### src/logic/eq_cfg.svh
`ifndef EQ_CFG_SVH
`define EQ_CFG_SVH

// carrier plan
`define FFT_LEN 64
`define FFT_ADDR_W 6
`define NUM_DATA_CARRIERS 48
`define NUM_PILOTS 4

// sample component width, a sample word holds re and im
`define IQ_W 16

// normalization
`define EQ_SCALE_SHIFT 11
`define DIV_DIVIDEND_W 32
`define DIV_DIVISOR_W 24

`endif

### src/logic/ofdm_sample_pkg.sv
`include "eq_cfg.svh"

package ofdm_sample_pkg;

    typedef struct packed {
        logic signed [`IQ_W-1:0] re;
        logic signed [`IQ_W-1:0] im;
    } iq_t;

    // raw view for storage and ports, iq view for arithmetic
    typedef union packed {
        logic [2*`IQ_W-1:0] raw;
        iq_t                iq;
    } sample_t;

    typedef logic signed [2*`IQ_W-1:0] prod_t;

endpackage

### src/logic/carrier_normalizer.sv
`include "eq_cfg.svh"

module carrier_normalizer
    import ofdm_sample_pkg::*;
(
    input  logic    clock,
    input  logic    reset,
    input  sample_t sample_i,
    input  sample_t est_i,
    input  logic    stb_i,
    output sample_t sample_o,
    output logic    sample_stb_o,
    output logic    done_o
);

    logic                       vld_in;
    logic                       vld_mul;
    logic                       vld_sum;
    sample_t                    x_q;
    sample_t                    h_q;
    prod_t                      xr_hr;
    prod_t                      xi_hi;
    prod_t                      xi_hr;
    prod_t                      xr_hi;
    prod_t                      hr_hr;
    prod_t                      hi_hi;
    prod_t                      num_re;
    prod_t                      num_im;
    logic [2*`IQ_W-1:0]         mag_sq;
    logic [`DIV_DIVIDEND_W-1:0] quo_re;
    logic [`DIV_DIVIDEND_W-1:0] quo_im;
    logic                       done_re;
    logic                       done_im;

    always_ff @(posedge clock) begin
        if (reset) begin
            vld_in <= 1'b0;
            vld_mul <= 1'b0;
            vld_sum <= 1'b0;
        end else begin
            vld_in <= stb_i;
            vld_mul <= vld_in;
            vld_sum <= vld_mul;
        end
    end

    always_ff @(posedge clock) begin
        x_q <= sample_i;
        h_q <= est_i;

        xr_hr <= x_q.iq.re * h_q.iq.re;
        xi_hi <= x_q.iq.im * h_q.iq.im;
        xi_hr <= x_q.iq.im * h_q.iq.re;
        xr_hi <= x_q.iq.re * h_q.iq.im;
        hr_hr <= h_q.iq.re * h_q.iq.re;
        hi_hi <= h_q.iq.im * h_q.iq.im;

        // x times conj(h), scaled up before the division
        num_re <= (xr_hr + xi_hi) <<< `EQ_SCALE_SHIFT;
        num_im <= (xi_hr - xr_hi) <<< `EQ_SCALE_SHIFT;
        mag_sq <= hr_hr + hi_hi;
    end

    serial_divider u_div_re (
        .clock      (clock),
        .reset      (reset),
        .dividend_i (num_re),
        .divisor_i  (mag_sq[`DIV_DIVISOR_W-1:0]),
        .start_i    (vld_sum),
        .quotient_o (quo_re),
        .done_o     (done_re)
    );

    serial_divider u_div_im (
        .clock      (clock),
        .reset      (reset),
        .dividend_i (num_im),
        .divisor_i  (mag_sq[`DIV_DIVISOR_W-1:0]),
        .start_i    (vld_sum),
        .quotient_o (quo_im),
        .done_o     (done_im)
    );

    // keep the quotient sign above its low 15 bits
    assign sample_o.raw = {quo_re[`DIV_DIVIDEND_W-1], quo_re[`IQ_W-2:0],
                           quo_im[`DIV_DIVIDEND_W-1], quo_im[`IQ_W-2:0]};
    assign sample_stb_o = done_re && done_im;
    assign done_o = done_re && done_im;

endmodule

### src/logic/serial_divider.sv
`include "eq_cfg.svh"

module serial_divider (
    input  logic                       clock,
    input  logic                       reset,
    input  logic [`DIV_DIVIDEND_W-1:0] dividend_i,
    input  logic [`DIV_DIVISOR_W-1:0]  divisor_i,
    input  logic                       start_i,
    output logic [`DIV_DIVIDEND_W-1:0] quotient_o,
    output logic                       done_o
);

    typedef enum logic [1:0] {DIV_IDLE, DIV_RUN, DIV_SIGN} div_state_t;

    div_state_t                          state;
    logic [$clog2(`DIV_DIVIDEND_W)-1:0]  bit_cnt;
    logic                                neg;
    logic [`DIV_DIVIDEND_W-1:0]          quo;
    logic [`DIV_DIVISOR_W-1:0]           rem;
    logic [`DIV_DIVISOR_W-1:0]           den;
    logic [`DIV_DIVISOR_W+1:0]           trial;

    // next dividend bit shifted into the remainder, then a trial subtract
    assign trial = {1'b0, rem, quo[`DIV_DIVIDEND_W-1]} - {2'b00, den};

    always_ff @(posedge clock) begin
        if (reset) begin
            state <= DIV_IDLE;
            bit_cnt <= '0;
            done_o <= 1'b0;
        end else begin
            done_o <= 1'b0;
            if (start_i) begin
                state <= DIV_RUN;
                bit_cnt <= '0;
            end else begin
                case (state)
                    DIV_RUN: begin
                        bit_cnt <= bit_cnt + 1'b1;
                        if (bit_cnt == `DIV_DIVIDEND_W - 1) begin
                            state <= DIV_SIGN;
                        end
                    end
                    DIV_SIGN: begin
                        done_o <= 1'b1;
                        state <= DIV_IDLE;
                    end
                    default: begin
                    end
                endcase
            end
        end
    end

    always_ff @(posedge clock) begin
        if (start_i) begin
            neg <= dividend_i[`DIV_DIVIDEND_W-1];
            quo <= dividend_i[`DIV_DIVIDEND_W-1] ? -dividend_i : dividend_i;
            rem <= '0;
            den <= divisor_i;
        end else if (state == DIV_RUN) begin
            if (!trial[`DIV_DIVISOR_W+1]) begin
                rem <= trial[`DIV_DIVISOR_W-1:0];
                quo <= {quo[`DIV_DIVIDEND_W-2:0], 1'b1};
            end else begin
                rem <= {rem[`DIV_DIVISOR_W-2:0], quo[`DIV_DIVIDEND_W-1]};
                quo <= {quo[`DIV_DIVIDEND_W-2:0], 1'b0};
            end
        end else if (state == DIV_SIGN) begin
            // magnitude quotient takes the dividend sign, so it truncates toward zero
            quotient_o <= neg ? -quo : quo;
        end
    end

endmodule

### config.mk
export PLATFORM = sky130hd
export DESIGN_NAME = carrier_normalizer
export DESIGN_NICKNAME = d
export VERILOG_FILES = /design/src/logic/ofdm_sample_pkg.sv /design/src/logic/carrier_normalizer.sv /design/src/logic/serial_divider.sv
export VERILOG_INCLUDE_DIRS = /design/src /design/src/logic
export SDC_FILE = /design/constraint.sdc
export NUM_CORES = 2
export LEC_CHECK = 0
export BUFFER_PORTS_ARGS = -buffer_cell sky130_fd_sc_hd__buf_2
export CORE_ASPECT_RATIO = 1.4
export CORE_UTILIZATION = 45
export CTS_CLUSTER_DIAMETER = 150
export CTS_CLUSTER_SIZE = 40
export DETAILED_ROUTE_END_ITERATION = 10
export GPL_TIMING_DRIVEN = 0
export PLACE_DENSITY_LB_ADDON = 0.15
export SYNTH_ARGS = -nofsm -noshare
export SYNTH_HDL_FRONTEND = slang
export SYNTH_SLANG_ARGS = --single-unit
### constraint.sdc
create_clock -name clock -period 6.2 [get_ports clock]
set_input_delay 0.62 -clock clock [delete_from_list [all_inputs] [get_ports clock]]
set_output_delay 0.62 -clock clock [all_outputs]
set_load 0.005 [all_outputs]
==> impl_results.md <==
- Outcome: finished, final reports clean
- H-tree Lvls: 1
- Pre-antenna DRT Iters: 8
- Final WS setup: 7.49 ps
- Post-synth cell types: between 70 and 80
- Hpwl dp: 145000 µm
- Post-synth top flop: dfxtp_1
- Syn Nets: around 7900
- Wire per inst: approximately 22 µm
- CTS tree: yes
- Critical Path Max Stage Delay: 540 ps
- Final WL: 181000 µm
- HP Class: in2reg
- RSZ-0062 raised after global routing: true
- Layout cells sized above 1: approximately 8.5%
- Post-layout nets: about 8000
- Leading cell type in the layout, fill and taps excluded: inv_1
- Cell count after placement: 8076
- Die X: roughly 300 µm
- Endpoints failing setup: 0
- Synth warn: 0
- Overflow after GRT: 0
- Crit start category: flop
- Largest net degree at the start of global routing: 42
- Top Family by Delay on Critical Path: adder cells
- FF+latch count, synth: 449
- Mapped Cells: between 6000 and 7000
- Area grow syn2layout: 9.74%
- Total core area: around 130000 µm²
- Gr usage total: approximately 28%
- DR vias/cell: ~5.2
- Fin. Hold Viols: 0
- Slowest-stage cell, CP: fa_1
- Global-route wire length before repair: 272000 µm
- Netlist Area Pre-Place: around 58000 µm²
- Row cnt: roughly 160
- Max-cap violations: 0
- Crit path kind: reg2reg
- Bufs on Longest Clock Path: 3
- Vias in the first global route: 44200
- Max Clock Freq: 161 MHz
- Final std cells w/o fill: around 8000
- Clk sink count: ~450
- Total CTS buffers: 18
- Hold_buf cts: 0
- Critical path data required time: 6700 ps
- Vias: about 43000
- Worst-path fanout max: 6
- Detailed-route DRC error count: 0
- CTS Root Cell: clkbuf_16
- Initial Utilization: between 40% and 50%
- Cell Chain, Critical Path: clkbuf_16, clkbuf_16, nand2_4, inv_1, fa_1, inv_1, fa_1, fa_1, fa_1, inv_1, fa_1, inv_1, fa_1, inv_1, ha_4, a21o_1, a21oi_2, nor3b_4, o31ai_4, a31oi_4, nor2b_4, o21bai_4, a311oi_2, xor2_2
- Syn Area/Cell: approximately 9 µm²
- Ys async rst share: 0%
- CP most frequent cell: fa_1
- Fin crit share: between 90% and 100%
- Worst skew pair latency: 660 ps
- Rel. slew slack: about 14%
- Initial antenna violation count: 17
- Crit path DAT: about 6700 ps
- Die area: about 130000 µm²
- Post-Route Utilization: 49.8%
- Sequential cell area fraction in the yosys report: 17.6%
- Die H: around 430 µm
- Leading cell types in the layout, fill and taps excluded: 1438 x inv_1, 929 x fa_1, 634 x nand2_1, 537 x ha_1, 448 x and2_1
- Post-synth EDFFs: roughly 120
- Worst setup EP type: flop
- Final min period: roughly 6200 ps
- GPL Wtd Cong: roughly 0.95
- # IOs: slightly above 100
- CP bufs+invs: 7
- Pre-CTS setup slack: -2300 ps
- 1st-iter DRT viols: 2752
- Slew @ Worst Pin: roughly 1300 ps
- Clk_skew: 71.5 ps
- CTS clk-pin slew, worst paths: approximately 140 ps
- Antenna-violating nets left: 0
- Pins Over Slew Limit: 0
- IO buf count: 100
metrics by stage:
| stage | setup TNS [ps] | cell area [µm²] | hold slack (ps) |
|---|---|---|---|
| 2_1_floorplan | 0 | 57900 | 329 |
| 3_3_place_gp | -70240 | 60500 | 386 |
| 3_5_place_dp | -72260 | 60500 | 389 |
| 5_1_grt | -327 | 63500 | 20.9 |
| 6_report | 0 | 63500 | 49.5 |
| 4_1_cts | -671 | 62700 | 11.2 |
layer usage:
metal  wire (µm)  part of all wire (%)  track usage [%]
met5          35                 0.019                0
met4       14600                   8.1             18.5
met3       12000                   6.7             4.13
met2       86100                    48             48.5
met1       67900                    38             33.3
path summary, 6_finish.rpt:
| check | from | endpoint | slack [ps] | cells past startpoint |
|---|---|---|---|---|
| hold reg to reg | mag_sq[4]$_DFF_P_ | u_div_im.den[4]$_DFFE_PP_ | 420 | 0 |
| hold / removal | est_i[20] | h_q[20]$_DFF_P_ | 50 | 1 |
| setup / recovery | h_q[19]$_DFF_P_ | hr_hr[22]$_DFF_P_ | 7 | 24 |
| setup reg to reg | h_q[19]$_DFF_P_ | hr_hr[22]$_DFF_P_ | 7 | 24 |
area by class of cell:
| type | count | area [µm²] |
|---|---|---|
| Antenna cell | 8 | 20.0 |
| Buffer | 229 | 1990 |
| Clock buffer | 25 | 498 |
| Clock inverter | 7 | 170 |
| Fill cell | 12100 | 64100 |
| Inverter | 1442 | 5420 |
| Multi-Input combinational cell | 4187 | 42000 |
| Sequential cell | 449 | 10300 |
| Tap cell | 1648 | 2060 |
| Timing Repair Buffer | 164 | 1000 |
cells by family after synthesis:
logic type                 count (synthesis)  synth area share (%)
xor gates and xnor gates                 397                  6.01
adders and majority gates               1485                  44.2
muxes                                     19                 0.337
and+or+nand+nor                         1653                  13.9
AOI/OAI and AO/OA                        633                  6.91
DFF                                      449                  17.6
buffers and inverters                   1690                  11.0
synth_stat cells, types with 63 or more instances:
master    number  area (µm²)
xor2_1       116        1020
fa_1         933       18700
xnor2_1      281        2460
a21o_1        63         473
edfxtp_1     122        3660
nor2_1       250         938
inv_1       1442        5410
dfxtp_1      327        6550
o21ai_0      138         691
clkbuf_1     230         863
nand2_1      646        2420
ha_1         552        6910
and2_1       449        2810
a21oi_1      211        1060
registers in the layout (all words and copies together), names as in the netlist, 21 cells and up:
name          flops
num_im           21
hr_hr            23
u_div_re.quo     32
u_div_im.rem     24
u_div_im.den     24
h_q              32
xr_hr            21
xi_hr            21
u_div_im.quo     32
xi_hi            21
xr_hi            21
mag_sq           24
hi_hi            23
num_re           21
x_q              32
u_div_re.rem     24
worst reg2reg max path, cell delays in order, from the launching register on:
cell and delay, ps:
dfxtp_4 400, clkbuf_16 180, clkbuf_16 170, nand2_4 70
inv_1 50, fa_1 520, inv_1 50, fa_1 520
fa_1 440, fa_1 540, inv_1 50, fa_1 480
inv_1 50, fa_1 480, inv_1 70, ha_4 260
a21o_1 180, a21oi_2 160, nor3b_4 230, o31ai_4 110
a31oi_4 260, nor2b_4 90, o21bai_4 170, a311oi_2 130
xor2_2 380
timing repair:
action / CTS / global route
gates resized for setup: 471 / 219
cloned: 0 / 1
setup endpoints to repair: 76 / 29
pin swaps: 15 / 47
hold endpoints to repair: 0 / 0
buffers inserted: 13 / 48
Power is not shown: default switching activity piles up to over one toggle a cycle in this logic, so the estimate is an artifact.
